--- config.mk ---
export PLATFORM = sky130hd
export DESIGN_NAME = pb_controller_top
export DESIGN_NICKNAME = d
export VERILOG_FILES = /design/src/common/pb_pkg.sv /design/src/logic/command_parser.sv /design/src/phase_bus/phase_bus_sequencer.sv /design/src/logic/reply_formatter.sv /design/src/logic/pb_controller_top.sv
export VERILOG_INCLUDE_DIRS = /design/src /design/src/common
export SDC_FILE = /design/constraint.sdc
export NUM_CORES = 1
export LEC_CHECK = 0
export BUFFER_PORTS_ARGS = -buffer_cell sky130_fd_sc_hd__buf_4
export CORE_MARGIN = 10
export CORE_UTILIZATION = 40
export CTS_BUF_LIST = sky130_fd_sc_hd__clkbuf_4 sky130_fd_sc_hd__clkbuf_8 sky130_fd_sc_hd__clkbuf_16
export CTS_CLUSTER_DIAMETER = 150
export DETAILED_ROUTE_END_ITERATION = 7
export PLACE_DENSITY = 0.56
export SLEW_MARGIN = 10
export SYNTH_ARGS = -nofsm -noshare
export SYNTH_HDL_FRONTEND = slang
export SYNTH_SLANG_ARGS = --single-unit
--- constraint.sdc ---
create_clock -name clock -period 13.9 [get_ports clock]
set_clock_uncertainty 0.05 [all_clocks]
set_input_delay 1.39 -clock clock [delete_from_list [all_inputs] [get_ports clock]]
set_output_delay 1.39 -clock clock [all_outputs]
set_load 0.005 [all_outputs]
--- src/common/pb_defs.svh ---
`ifndef PB_DEFS_SVH
`define PB_DEFS_SVH

////////////////////////////////////////////////////////////////////////////
// Bus timing
////////////////////////////////////////////////////////////////////////////
`define PB_WAIT_UNIT_CYCLES 22      // One ~750 ns wait unit
`define PB_INIT_CYCLES      100     // Power-up hold of lamp reset

////////////////////////////////////////////////////////////////////////////
// Command layout
////////////////////////////////////////////////////////////////////////////
`define PB_NUM_CARDS        4       // Cards on the phase bus
`define PB_KEYWORD_LEN      11      // Keyword incl. trailing comma
`define PB_NUM_PARAMS       5       // Port byte plus one byte per card
`define PB_BUF_DEPTH        32      // Sentence buffer, extra bytes dropped

////////////////////////////////////////////////////////////////////////////
// Reply text
////////////////////////////////////////////////////////////////////////////
`define PB_FAIL_CODE        8'h54   // Code shown in "Failed 0x.."
`define PB_CHAR_LF          8'h0A
`define PB_CHAR_CR          8'h0D

`endif

--- src/common/pb_pkg.sv ---
`include "pb_defs.svh"

package pb_pkg;

    // Commands accepted by the parser
    typedef enum logic [1:0] {
        CMD_WRITE4 = 2'd0,                          // "pb_i_write,"
        CMD_READ4  = 2'd1                           // "pb_i__read,"
    } pb_cmd_t;

    // Phase bus pins, the data pad itself lives outside
    typedef struct packed {
        logic [`PB_NUM_CARDS-1:0] card_sel;         // One-hot card select, zero when idle
        logic [2:0]               port_addr;        // Port address on the card
        logic                     rd_n;             // Read enable, active low
        logic                     wr_n;             // Write strobe, active low
        logic [7:0]               data_out;         // Byte toward the cards
        logic                     data_oe;          // Pad drive enable
    } pb_bus_t;

    // Decoded sentence handed to the sequencer
    typedef struct packed {
        pb_cmd_t                       cmd;
        logic [7:0]                    port;        // Parameter byte 0
        logic [`PB_NUM_CARDS-1:0][7:0] data;        // data[k] goes to card k
    } pb_request_t;

    // Finished command handed to the formatter
    typedef struct packed {
        pb_cmd_t                       cmd;
        logic [7:0]                    port;
        logic [`PB_NUM_CARDS-1:0][7:0] rd_data;     // rd_data[k] read from card k
    } pb_result_t;

endpackage

--- src/logic/command_parser.sv ---
`include "pb_defs.svh"

module command_parser (
    input  logic                clock,
    input  logic                arst_n,
    input  logic [7:0]          rx_data,
    input  logic                rx_valid,
    input  logic                op_done,
    output logic                req_start,
    output pb_pkg::pb_request_t req,
    output logic                parse_fail
);

    localparam int ADDR_W = $clog2(`PB_BUF_DEPTH);
    localparam int KW_BITS = 8 * `PB_KEYWORD_LEN;

    typedef enum logic [1:0] {
        P_COLLECT,                                  // Storing sentence bytes
        P_DECODE,                                   // Line feed seen, judge keyword
        P_WAIT_DONE                                 // Request running on the bus
    } parse_state_t;

    parse_state_t state;

    logic [7:0]      line_buf [`PB_BUF_DEPTH];
    logic [ADDR_W:0] wr_idx;                        // Also the sentence length
    logic            store_byte;

    logic [KW_BITS-1:0]               kw_word;
    logic [`PB_NUM_PARAMS-1:0][7:0]   params;
    logic                             kw_write;
    logic                             kw_read;

    // Either case accepted, anything else reads as F
    function automatic logic [3:0] hex_nibble(input logic [7:0] c);
        if (c >= "0" && c <= "9") begin
            return 4'(c - "0");
        end else if (c >= "a" && c <= "f") begin
            return 4'(c - "a" + 8'd10);
        end else if (c >= "A" && c <= "F") begin
            return 4'(c - "A" + 8'd10);
        end
        return 4'hF;
    endfunction

    ////////////////////////////////////////////////////////////////////////////
    // Sentence buffer
    ////////////////////////////////////////////////////////////////////////////
    assign store_byte = (state == P_COLLECT) && rx_valid && (rx_data != `PB_CHAR_LF)
                        && (wr_idx < `PB_BUF_DEPTH);

    always_ff @(posedge clock) begin
        if (store_byte) begin
            line_buf[wr_idx[ADDR_W-1:0]] <= rx_data;
        end
    end

    ////////////////////////////////////////////////////////////////////////////
    // Keyword match and hex decode
    ////////////////////////////////////////////////////////////////////////////
    always_comb begin
        logic [7:0] hi_c;
        logic [7:0] lo_c;
        kw_word = '0;
        for (int i = 0; i < `PB_KEYWORD_LEN; i++) begin
            kw_word = {kw_word[KW_BITS-9:0], line_buf[i]};  // First char ends up on top
        end
        for (int p = 0; p < `PB_NUM_PARAMS; p++) begin
            // Characters past the line end are stale, treat as non-hex
            hi_c = (`PB_KEYWORD_LEN + 2 * p < wr_idx) ? line_buf[`PB_KEYWORD_LEN + 2 * p]
                                                      : 8'h00;
            lo_c = (`PB_KEYWORD_LEN + 2 * p + 1 < wr_idx)
                   ? line_buf[`PB_KEYWORD_LEN + 2 * p + 1] : 8'h00;
            params[p] = {hex_nibble(hi_c), hex_nibble(lo_c)};
        end
    end

    assign kw_write = (wr_idx >= `PB_KEYWORD_LEN) && (kw_word == "pb_i_write,");
    assign kw_read  = (wr_idx >= `PB_KEYWORD_LEN) && (kw_word == "pb_i__read,");

    ////////////////////////////////////////////////////////////////////////////
    // Control
    ////////////////////////////////////////////////////////////////////////////
    always_ff @(posedge clock or negedge arst_n) begin
        if (!arst_n) begin
            state      <= P_COLLECT;
            wr_idx     <= '0;
            req_start  <= 1'b0;
            parse_fail <= 1'b0;
        end else begin
            req_start  <= 1'b0;                     // Both are single-cycle strobes
            parse_fail <= 1'b0;
            case (state)
                P_COLLECT: begin
                    if (rx_valid && rx_data == `PB_CHAR_LF) begin
                        state <= P_DECODE;
                    end else if (store_byte) begin
                        wr_idx <= wr_idx + 1'b1;
                    end
                end
                P_DECODE: begin
                    wr_idx <= '0;                   // Next sentence starts at 0
                    if (kw_write || kw_read) begin
                        req_start <= 1'b1;
                        state     <= P_WAIT_DONE;
                    end else begin
                        parse_fail <= 1'b1;
                        state      <= P_COLLECT;
                    end
                end
                P_WAIT_DONE: begin
                    if (op_done) begin              // Incoming bytes ignored till here
                        state <= P_COLLECT;
                    end
                end
                default: state <= P_COLLECT;
            endcase
        end
    end

    // Request payload, valid with req_start
    always_ff @(posedge clock) begin
        if (state == P_DECODE) begin
            req.cmd  <= kw_read ? pb_pkg::CMD_READ4 : pb_pkg::CMD_WRITE4;
            req.port <= params[0];
            for (int k = 0; k < `PB_NUM_CARDS; k++) begin
                req.data[k] <= params[k + 1];       // Byte 0 is the port
            end
        end
    end

endmodule

--- src/phase_bus/phase_bus_sequencer.sv ---
`include "pb_defs.svh"

module phase_bus_sequencer (
    input  logic                clock,
    input  logic                arst_n,
    input  logic                req_start,
    input  pb_pkg::pb_request_t req,
    input  logic [7:0]          data_in,
    output pb_pkg::pb_bus_t     bus,
    output logic                lamp_reset,
    output logic                shifter_oe,
    output logic                op_done,
    output pb_pkg::pb_result_t  result
);

    localparam int UNIT_W = $clog2(`PB_WAIT_UNIT_CYCLES);
    localparam int INIT_W = $clog2(`PB_INIT_CYCLES);
    localparam int CARD_W = $clog2(`PB_NUM_CARDS);

    typedef enum logic [3:0] {
        S_INIT,                                     // Power-up hold
        S_IDLE,
        S_WAIT,                                     // Count wait units, then after_wait
        S_W_SELECT,
        S_W_DATA,
        S_W_STROBE,
        S_W_RELEASE,
        S_W_DROP,
        S_R_SELECT,
        S_R_SAMPLE,
        S_NEXT,                                     // Advance to next card or finish
        S_DONE
    } seq_state_t;

    seq_state_t state;
    seq_state_t after_wait;

    logic [INIT_W-1:0]   init_cnt;
    logic [UNIT_W-1:0]   unit_cnt;                  // Cycles within one unit
    logic [2:0]          units_left;
    logic [CARD_W-1:0]   card_idx;
    logic                pend;                      // Request waiting to start
    pb_pkg::pb_request_t req_q;

    task automatic start_wait(input logic [2:0] units, input seq_state_t nxt);
        units_left <= units;
        after_wait <= nxt;
        state      <= S_WAIT;
    endtask

    ////////////////////////////////////////////////////////////////////////////
    // Bus FSM
    ////////////////////////////////////////////////////////////////////////////
    always_ff @(posedge clock or negedge arst_n) begin
        if (!arst_n) begin
            state      <= S_INIT;
            after_wait <= S_IDLE;
            init_cnt   <= '0;
            unit_cnt   <= '0;
            units_left <= '0;
            card_idx   <= '0;
            pend       <= 1'b0;
            op_done    <= 1'b0;
            lamp_reset <= 1'b1;                     // Lamps held in reset
            shifter_oe <= 1'b0;                     // Level shifter off
            bus        <= '{card_sel: '0, port_addr: '0, rd_n: 1'b1, wr_n: 1'b1,
                            data_out: '0, data_oe: 1'b0};
        end else begin
            op_done <= 1'b0;
            case (state)
                S_INIT: begin
                    if (init_cnt == INIT_W'(`PB_INIT_CYCLES - 1)) begin
                        lamp_reset <= 1'b0;
                        shifter_oe <= 1'b1;
                        state      <= S_IDLE;
                    end else begin
                        init_cnt <= init_cnt + 1'b1;
                    end
                end
                S_IDLE: begin
                    if (pend) begin
                        pend     <= 1'b0;
                        card_idx <= '0;
                        if (req_q.cmd == pb_pkg::CMD_READ4) begin
                            state <= S_R_SELECT;
                        end else begin
                            start_wait(3'd1, S_W_SELECT);   // Pre-delay unit
                        end
                    end
                end
                S_WAIT: begin
                    if (units_left == '0) begin
                        state <= after_wait;
                    end else if (unit_cnt == UNIT_W'(`PB_WAIT_UNIT_CYCLES - 1)) begin
                        unit_cnt   <= '0;
                        units_left <= units_left - 1'b1;
                    end else begin
                        unit_cnt <= unit_cnt + 1'b1;
                    end
                end
                S_W_SELECT: begin
                    bus.card_sel  <= `PB_NUM_CARDS'(1) << card_idx;
                    bus.port_addr <= req_q.port[2:0];  // Low 3 bits only
                    bus.rd_n      <= 1'b1;
                    bus.wr_n      <= 1'b1;
                    start_wait(3'd4, S_W_DATA);
                end
                S_W_DATA: begin
                    bus.data_out <= req_q.data[card_idx];
                    bus.data_oe  <= 1'b1;
                    start_wait(3'd1, S_W_STROBE);
                end
                S_W_STROBE: begin
                    bus.wr_n <= 1'b0;
                    start_wait(3'd2, S_W_RELEASE);
                end
                S_W_RELEASE: begin
                    bus.wr_n <= 1'b1;               // Card latches on this edge
                    start_wait(3'd2, S_W_DROP);
                end
                S_W_DROP: begin
                    bus.data_oe <= 1'b0;
                    start_wait(3'd1, S_NEXT);
                end
                S_R_SELECT: begin
                    bus.card_sel  <= `PB_NUM_CARDS'(1) << card_idx;
                    bus.port_addr <= req_q.port[2:0];
                    bus.rd_n      <= 1'b0;
                    start_wait(3'd1, S_R_SAMPLE);
                end
                S_R_SAMPLE: begin
                    bus.rd_n <= 1'b1;               // Byte captured below
                    start_wait(3'd1, S_NEXT);
                end
                S_NEXT: begin
                    if (card_idx == CARD_W'(`PB_NUM_CARDS - 1)) begin
                        bus.card_sel <= '0;         // Deselect one cycle ahead of op_done
                        state        <= S_DONE;
                    end else begin
                        card_idx <= card_idx + 1'b1;
                        state    <= (req_q.cmd == pb_pkg::CMD_READ4) ? S_R_SELECT
                                                                     : S_W_SELECT;
                    end
                end
                S_DONE: begin
                    op_done <= 1'b1;
                    state   <= S_IDLE;
                end
                default: state <= S_IDLE;
            endcase
            if (req_start) begin                    // Kept through the power-up hold
                pend <= 1'b1;
            end
        end
    end

    ////////////////////////////////////////////////////////////////////////////
    // Request and result payload
    ////////////////////////////////////////////////////////////////////////////
    always_ff @(posedge clock) begin
        if (req_start) begin
            req_q <= req;
        end
        if (state == S_IDLE && pend) begin
            result.cmd  <= req_q.cmd;
            result.port <= req_q.port;
        end
        if (state == S_R_SAMPLE) begin
            result.rd_data[card_idx] <= data_in;
        end
    end

endmodule

--- src/logic/reply_formatter.sv ---
`include "pb_defs.svh"

module reply_formatter (
    input  logic               clock,
    input  logic               arst_n,
    input  logic               parse_fail,
    input  logic               op_done,
    input  pb_pkg::pb_result_t result,
    output logic [7:0]         tx_data,
    output logic               tx_write
);

    localparam int MSG_BYTES = 18;                  // Longest reply, the read one
    localparam int MSG_BITS  = 8 * MSG_BYTES;

    logic [MSG_BITS-1:0] text_word;                 // Reply left-justified, first char on top
    logic [4:0]          text_len;
    logic [MSG_BITS-1:0] msg_word;
    logic [4:0]          left;                      // Bytes still to send
    logic                busy;
    logic                load;
    logic                shift;

    // Upper-case ASCII, 0x37 + 10 is 'A'
    function automatic logic [7:0] hex_char(input logic [3:0] n);
        return (n < 4'd10) ? {4'h3, n} : 8'h37 + {4'h0, n};
    endfunction

    function automatic logic [15:0] hex_pair(input logic [7:0] b);
        return {hex_char(b[7:4]), hex_char(b[3:0])};
    endfunction

    ////////////////////////////////////////////////////////////////////////////
    // Message text
    ////////////////////////////////////////////////////////////////////////////
    always_comb begin
        if (parse_fail) begin
            text_word = {"Failed 0x", hex_pair(`PB_FAIL_CODE), `PB_CHAR_CR, `PB_CHAR_LF, 40'h0};
            text_len  = 5'd13;
        end else if (result.cmd == pb_pkg::CMD_READ4) begin
            text_word = {"Read4 0x", hex_pair(result.rd_data[0]), hex_pair(result.rd_data[1]),
                         hex_pair(result.rd_data[2]), hex_pair(result.rd_data[3]),
                         `PB_CHAR_CR, `PB_CHAR_LF};
            text_len  = 5'd18;
        end else begin
            text_word = {"Write 0x", hex_pair(result.port), `PB_CHAR_CR, `PB_CHAR_LF, 48'h0};
            text_len  = 5'd12;
        end
    end

    assign load  = !busy && (parse_fail || op_done);        // Strobes while busy are lost
    assign shift = busy && !tx_write && (left != '0);       // Every second cycle

    ////////////////////////////////////////////////////////////////////////////
    // Byte stepping
    ////////////////////////////////////////////////////////////////////////////
    always_ff @(posedge clock or negedge arst_n) begin
        if (!arst_n) begin
            busy     <= 1'b0;
            tx_write <= 1'b0;
            left     <= '0;
        end else begin
            tx_write <= 1'b0;
            if (load) begin
                busy     <= 1'b1;
                tx_write <= 1'b1;                   // First char right after trigger
                left     <= text_len - 1'b1;
            end else if (shift) begin
                tx_write <= 1'b1;
                left     <= left - 1'b1;
            end else if (busy && !tx_write) begin
                busy <= 1'b0;                       // Last byte went out
            end
        end
    end

    always_ff @(posedge clock) begin
        if (load) begin
            tx_data  <= text_word[MSG_BITS-1 -: 8];
            msg_word <= text_word << 8;
        end else if (shift) begin
            tx_data  <= msg_word[MSG_BITS-1 -: 8];
            msg_word <= msg_word << 8;
        end
    end

endmodule

--- src/logic/pb_controller_top.sv ---
module pb_controller_top (
    input  logic            clock,
    input  logic            arst_n,
    input  logic [7:0]      rx_data,
    input  logic            rx_valid,
    input  logic [7:0]      data_in,
    output pb_pkg::pb_bus_t bus,
    output logic            lamp_reset,
    output logic            shifter_oe,
    output logic [7:0]      tx_data,
    output logic            tx_write
);

    pb_pkg::pb_request_t req;
    pb_pkg::pb_result_t  result;
    logic                req_start;
    logic                parse_fail;
    logic                op_done;

    command_parser i_command_parser (
        .clock      (clock),
        .arst_n     (arst_n),
        .rx_data    (rx_data),
        .rx_valid   (rx_valid),
        .op_done    (op_done),
        .req_start  (req_start),
        .req        (req),
        .parse_fail (parse_fail)
    );

    phase_bus_sequencer i_phase_bus_sequencer (
        .clock      (clock),
        .arst_n     (arst_n),
        .req_start  (req_start),
        .req        (req),
        .data_in    (data_in),
        .bus        (bus),
        .lamp_reset (lamp_reset),
        .shifter_oe (shifter_oe),
        .op_done    (op_done),
        .result     (result)
    );

    reply_formatter i_reply_formatter (
        .clock      (clock),
        .arst_n     (arst_n),
        .parse_fail (parse_fail),
        .op_done    (op_done),
        .result     (result),
        .tx_data    (tx_data),
        .tx_write   (tx_write)
    );

endmodule

Yosys cells after proc, flatten, opt, wreduce, memory -nomap -nowiden
Memory sizes are Yosys's and may differ from the RTL's.
Index checks and enable logic that the tools add are counted.
{ "totals": {"memories": 1, "reg_bits": 334, "word_cells": 457, "input_bits": 19, "output_inout_bits": 29, "ram_bits": 256} }
{ "op_classes": {"eq_ne": 35, "shifts": 1, "n_lt_le_gt_ge": 84, "reduce_logical": 78, "add_sub_neg": 67, "mux": 141, "bitwise_logic": 2} }
{ "mem_list": {"columns": ["memory", "depth", "width", "rd", "rd_clocked_by_memory_dff", "write_ports", "line_no", "rtl"], "rows": [
  ["i_command_parser.line_buf", 32, 8, 21, 0, 1, "command_parser.sv:25", "logic [7:0] line_buf [`PB_BUF_DEPTH];"]
]} }
{ "ops": {"columns": ["cell", "count"], "rows": [
  ["2-to-1 mux 144 bit", 2],
  ["2-to-1 mux 8 bit", 24],
  ["== test 88 x 87 -> 1 bit (second input constant)", 2],
  [">= comparator 8 x 7 -> 1 bit (second input constant)", 20],
  ["less-or-equal comparator 8 x 7 -> 1 bit (second input constant)", 20],
  ["2-to-1 mux 4 bit", 39],
  ["2-to-1 mux 141 bit", 1],
  ["2-to-1 mux 139 bit", 1],
  ["subtractor 4 x 1 -> 4 bit (second input constant)", 30],
  ["adder 4 bit (second input constant)", 20],
  [">= comparator 8 x 6 -> 1 bit (second input constant)", 10],
  ["less-or-equal comparator 8 x 6 -> 1 bit (second input constant)", 10],
  ["adder 6 x 4 -> 7 bit (first input constant)", 10],
  ["2-to-1 mux 1 bit", 45],
  ["logical AND 1 bit", 41],
  ["less-than comparator 4 bit (second input constant)", 10],
  ["bitwise mux 32 bit", 1],
  ["less-than comparator 4 x 6 -> 1 bit (first input constant)", 5],
  ["less-than comparator 5 x 6 -> 1 bit (first input constant)", 5],
  ["case mux 4 bit (7 select lines)", 1],
  ["2-to-1 mux 5 bit", 5],
  ["case mux 4 bit (5 select lines)", 1],
  ["nonzero test 2 bit", 9],
  ["binary-select mux 8 bit (select 2 bit)", 1],
  ["other kinds (47)", 95]
]} }

Longest topological paths before layout
{ "depth": {"ltp_word": 7, "mapped_depth": 13, "ltp_nobuf": 13} }

Cells and area by module
A second synthesis with hierarchy kept.
{ "unflattened": {"cells_unflattened": 1450, "area_unflattened_um2": 20017.9} }
{ "by_module_without_submodules": {"columns": ["mod", "instances", "area_per_inst_um2", "cells_per_inst", "seq_area_each_um2"], "rows": [
  ["command_parser", 1, 9033.7, 610, 6526.3],
  ["reply_formatter", 1, 5833.1, 507, 3628.5],
  ["phase_bus_sequencer", 1, 5151.2, 333, 3703.6]
]} }

Worst setup path before layout
No wires, ideal clock.
{ "synth_timing": {"path_type": "reg-to-reg", "from": "reg i_reply_formatter.busy", "to": "reg i_reply_formatter.left[3]", "n_path_buf": 1, "period_less_slack_ns": 4.537, "setup_slack_ns": 9.363, "required_time_ns": 13.728, "arrival_time_ns": 4.365, "setup_time_ns": 0.122, "path_stages_with_launch": 6, "path_cell_list": "dfrtp_1 clkbuf_1 nand2_1 o21ai_2 o21ai_0 o21a_1"} }
{ "synth_via": {"elab_chain_cells": 3, "word_cells_on_any_way": 6, "cone_classes": "mux (1); reduce/logical (5)"} }
{ "synth_lines": {"columns": ["element", "line_no", "rtl"], "rows": [
  ["from (decl)", "reply_formatter.sv:20", "logic busy;"],
  ["from (signal assigned)", "reply_formatter.sv:59", "busy <= 1'b0;"],
  ["from (signal assigned)", "reply_formatter.sv:65", "busy <= 1'b1;"],
  ["from (signal assigned)", "reply_formatter.sv:72", "busy <= 1'b0;"],
  ["logical NOT 1 bit / logical AND 1 bit (equally long branches)", "reply_formatter.sv:51, reply_formatter.sv:52", null],
  ["logical AND 1 bit (on tied branches)", "reply_formatter.sv:51, reply_formatter.sv:52", null],
  ["2-to-1 mux 5 bit / nonzero test 2 bit (equally long branches)", null, null],
  ["to (signal assigned)", "reply_formatter.sv:67", "left <= text_len - 1'b1;"],
  ["to (signal assigned)", "reply_formatter.sv:70", "left <= left - 1'b1;"],
  ["to (decl)", "reply_formatter.sv:19", "logic [4:0] left;"]
]} }
Parallel ways exist; a longest one is shown, timed or not.
A chain may end at the register's enable or synchronous reset.

Final worst setup path
{ "layout_timing": {"from": "in rx_valid", "to": "mem i_command_parser.line_buf[15][2] (enable)"} }
{ "layout_via": {"elab_chain_cells": 5} }
{ "layout_lines": {"columns": ["element", "line_no", "rtl"], "rows": [
  ["from (decl)", "pb_controller_top.sv:5", "input logic rx_valid,"],
  ["logical AND 1 bit (3 in series)", "command_parser.sv:49", "assign store_byte = (state == P_COLLECT) && rx_valid && (rx_data != `PB_CHAR_LF)"],
  ["2-to-1 mux 1 bit", "command_parser.sv:53", "if (store_byte) begin"],
  ["2-to-1 mux 1 bit (not written as such)", "command_parser.sv:54", "line_buf[wr_idx[ADDR_W-1:0]] <= rx_data;"],
  ["to (decl)", "command_parser.sv:25", null]
]} }
No other way between the ends.

==> qor.txt <==
===============================================================================
Leak Pwr .........................................................     8.470 nW
Count of synthesis-stage warnings from yosys .....................            0
Syn avg cell area ................................................   13.36 um^2
Setup TNS ........................................................         0 ps
CTS clock-pin slew for the worst setup and hold paths ............        60 ps
Post-Synth Simple-Gate Area ......................................       12.86%
Final Hold Fails .................................................            0
Number of clock sinks seen by CTS ................................          470
Register bit count reported by yosys .............................          470
Final weighted congestion of routability-driven global placement .       0.7954
Critical Path End Type ...........................................     register
Synthesized netlist cell count ...................................        1,515
Row count ........................................................           82
Die height .......................................................     245.0 um
Htree depth ......................................................            2
Area of the die ..................................................  60,000 um^2
Setup repair after global routing missed its margin ..............        false
Hold_sp .......................................................... i_command_parser.req[23]
Dominant combinational cell family by area after synthesis ....... simple AND/OR/NAND/NOR gates
Ys async rst share ...............................................       13.62%
Total power per unit cell area ................................... 150.5 nW/um^2
GRT Max-Usage Layer ..............................................         met2
Post CTS Setup Buffer Count ......................................            0
Max-slew violations ..............................................            0
Synth Flop Type .................................................. sky130_fd_sc_hd__edfxtp_1
Floorplan core area ..............................................  50,070 um^2
Final period utilization .........................................       24.74%
Fraction of layout cells with a size suffix above 1 ..............       11.76%
Bufs on Longest Clock Path .......................................            3
Vias in the first global route ...................................       11,650
Hpwl dp ..........................................................    26,250 um
ANT nets after route .............................................            0
Fraction of the mapped netlist area in compound gates ............       9.321%
Number of vias in the routed layout ..............................       11,800
Critical path data arrival time ..................................      3600 ps
IO Pins ..........................................................           48
Slowest cell delay on critical path ..............................       880 ps
Classification of the worst-slack hold path ......................      reg2reg
Initial Util .....................................................       40.43%
Result of the run ................................................ complete, no violations
Met1 usage in global routing .....................................       17.78%
Leading cell type in the layout, fill and taps excluded .......... sky130_fd_sc_hd__edfxtp_1
Maximum capacitance violations ...................................            0
Resized cells post-CTS ...........................................            0
Routed length per placed instance ................................     17.81 um
Residual overflow from global routing ............................            0
Via density per instance .........................................        5.160
Worst max-slew margin expressed relative to the limit ............       24.61%
Time the worst path needs with I/O delays and setup ..............      3439 ps
All-layer global routing usage ...................................       13.45%
Portion of the post-synthesis area used by sequential elements ...       68.17%
TritonCTS Buffers ................................................           50
Cell with the largest stage delay on the worst path .............. sky130_fd_sc_hd__nor3_1
Met2 Track Usage GR ..............................................       22.17%
Number of nets in the final layout ...............................        1,658
Wire length of the first global-routing pass .....................    64,840 um
Maximum number of pins on one net before global-route repair .....           93
Critical path peak fanout ........................................           12
Worst path cell trace ............................................ buf_4 > or4b_1 > a21oi_2 > nand2_1 > nor3_1
Power consumption ................................................     3.475 mW
Critical Path Source .............................................     rx_valid
Die extent in x ..................................................     245.0 um
Max IR drop VDD ..................................................  0.0001227 V
1st-pass router iterations .......................................            5
Synth Cell Area ..................................................  20,240 um^2
XOR/XNOR share of the synthesized area ...........................      0.8221%
Launching element type of the critical path ......................   input port
Crit Reg-Reg Startpoint .......................................... i_command_parser.wr_idx[5]
Adder and majority cell fraction of the synthesized area .........       4.080%
Synthesized netlist net count ....................................        1,600
CTS hold repair buffers ..........................................            0
Worst setup path class ...........................................       in2reg
Met3 Use GR ......................................................       2.682%
Detailed Route Iter0 Violations ..................................          769
Achievable frequency .............................................    290.8 MHz
Antenna violations before repair .................................            0
Number of port buffers ...........................................           46
Pin slew with the least headroom to its limit ....................      1122 ps
Commonest cells after routing, fill and taps aside ............... sky130_fd_sc_hd__edfxtp_1 (406), sky130_fd_sc_hd__nand2_1 (175), sky130_fd_sc_hd__nor2_1 (92), sky130_fd_sc_hd__o21ai_0 (92), sky130_fd_sc_hd__inv_1 (83)
Relative area change from synthesis to final layout ..............       14.07%
Multiplexer share of the synthesized area ........................       2.139%
Number of antenna repair diodes ..................................            0
Number of remaining DRC errors ...................................            0
Root Buffer Master ............................................... sky130_fd_sc_hd__clkbuf_16
Total detailed-routing wirelength ................................    40,730 um
CTS tree .........................................................         done
Required time of the critical path ...............................    14,060 ps
Number of enable flip-flop cells after synthesis .................          406
Total of endpoints with negative setup slack in the final report .            0
Worst-Skew Late Latency ..........................................       580 ps
Library cells used by synthesis ..................................           81
===============================================================================
through the flow:
stage	cell area (um^2)	hold slack, ps	util [%]	worst slack (ps)	instances
finish	23090	365.7	46.12	10460	2287
global route	23090	371.0	46.12	10190	2287
CTS	23090	365.3	46.11	10440	2287
detailed placement	21310	354.5	42.57	9813	2193
global placement	21310	351.1	42.57	9923	2193
floorplan	20240	350.3	-	9363	1515
synthesized netlist by cell type, types with 5 or more instances:
| master | count | area [um^2] |
|---|---|---|
| sky130_fd_sc_hd__and2_1 | 28 | 175.2 |
| sky130_fd_sc_hd__inv_1 | 83 | 311.6 |
| sky130_fd_sc_hd__and3_1 | 10 | 62.56 |
| sky130_fd_sc_hd__a21o_1 | 19 | 142.6 |
| sky130_fd_sc_hd__nor2_1 | 92 | 345.3 |
| sky130_fd_sc_hd__edfxtp_1 | 406 | 12190 |
| sky130_fd_sc_hd__o311ai_0 | 5 | 43.79 |
| sky130_fd_sc_hd__nand4bb_1 | 5 | 56.30 |
| sky130_fd_sc_hd__nor4_1 | 11 | 68.82 |
| sky130_fd_sc_hd__nand4_1 | 13 | 81.33 |
| sky130_fd_sc_hd__mux2i_1 | 5 | 50.05 |
| sky130_fd_sc_hd__o21ai_0 | 92 | 460.4 |
| sky130_fd_sc_hd__a31oi_1 | 15 | 93.84 |
| sky130_fd_sc_hd__o21bai_1 | 10 | 75.07 |
| sky130_fd_sc_hd__and4b_1 | 7 | 70.07 |
| sky130_fd_sc_hd__a211oi_1 | 10 | 75.07 |
| sky130_fd_sc_hd__o22a_1 | 5 | 43.79 |
| sky130_fd_sc_hd__ha_1 | 66 | 825.8 |
| sky130_fd_sc_hd__clkbuf_1 | 31 | 116.4 |
| sky130_fd_sc_hd__or3_1 | 10 | 62.56 |
| sky130_fd_sc_hd__a22o_1 | 11 | 96.34 |
| sky130_fd_sc_hd__a21oi_1 | 63 | 315.3 |
| sky130_fd_sc_hd__nor3b_1 | 9 | 67.56 |
| sky130_fd_sc_hd__mux4_2 | 8 | 180.2 |
| sky130_fd_sc_hd__xnor2_1 | 15 | 131.4 |
| sky130_fd_sc_hd__nand3_1 | 14 | 70.07 |
| sky130_fd_sc_hd__nand2b_1 | 33 | 206.5 |
| sky130_fd_sc_hd__nor4b_1 | 12 | 105.1 |
| sky130_fd_sc_hd__mux2_2 | 18 | 202.7 |
| sky130_fd_sc_hd__nor3_1 | 32 | 160.2 |
| sky130_fd_sc_hd__o31ai_1 | 9 | 67.56 |
| sky130_fd_sc_hd__buf_2 | 8 | 40.04 |
| sky130_fd_sc_hd__a41oi_1 | 6 | 52.55 |
| sky130_fd_sc_hd__buf_1 | 7 | 26.28 |
| sky130_fd_sc_hd__o21a_1 | 6 | 45.04 |
| sky130_fd_sc_hd__nor2b_1 | 17 | 106.4 |
| sky130_fd_sc_hd__dfrtp_1 | 60 | 1501 |
| sky130_fd_sc_hd__nand2_1 | 175 | 656.9 |
| sky130_fd_sc_hd__nor4bb_1 | 8 | 80.08 |
| sky130_fd_sc_hd__a2111oi_0 | 8 | 70.07 |
layer usage:
metal  wire (um)  vias up
li1            -     5742
met4         724        0
met1       18770     5766
met3        1698       59
met2       19540      235
met5           0        -
report_power, final:
part           total, mW  internal [mW]  switching (mW)
clock               1.41          0.862           0.548
sequential          1.67           1.62          0.0475
combinational      0.397          0.134           0.263
total               3.48           2.62           0.858
path summary, 6_finish.rpt:
| check | to | slack, ps | depth (start not counted) |
|---|---|---|---|
| min in group asynchronous | i_reply_formatter.tx_write | 860 | 1 |
| setup reg to reg | i_command_parser.line_buf[15][2] | 10630 | 4 |
| hold / removal | i_phase_bus_sequencer.req_q[23] | 370 | 0 |
| hold reg to reg | i_phase_bus_sequencer.req_q[23] | 370 | 0 |
| setup / recovery | i_command_parser.line_buf[15][2] | 10460 | 5 |
| max in group asynchronous | i_command_parser.req_start | 12240 | 1 |
worst max-delay path: cells and delay by family:
family | cells | cell delay [ps]
simple gates | 3 | 1690
compound gates | 1 | 410
buf+inv | 1 | 100
logic make-up after synthesis:
kind of cell,Yosys count
simple gates,501
xor+xnor,19
fa+ha+maj,66
compound gates,294
other cells,1
mux,31
buf+inv,133
flops,470
flip-flops by register name, summed over array words and instances, names as in the netlist, 7 cells and up:
| name | flops |
|---|---|
| i_phase_bus_sequencer.init_cnt | 7 |
| i_phase_bus_sequencer.bus | 18 |
| i_phase_bus_sequencer.req_q | 41 |
| i_reply_formatter.msg_word | 108 |
| i_command_parser.line_buf | 168 |
| i_phase_bus_sequencer.result | 41 |
| i_reply_formatter.tx_data | 7 |
| i_command_parser.req | 41 |
final cells by class:
type,count,area (um^2)
Fill cell,4473,26980
Sequential cell,470,13800
Multi-Input combinational cell,912,5947
Clock buffer,62,1390
Tap cell,672,840.8
Timing Repair Buffer,55,412.9
Clock inverter,32,384.1
Inverter,84,315.3
(Power assumes the default switching activity.)
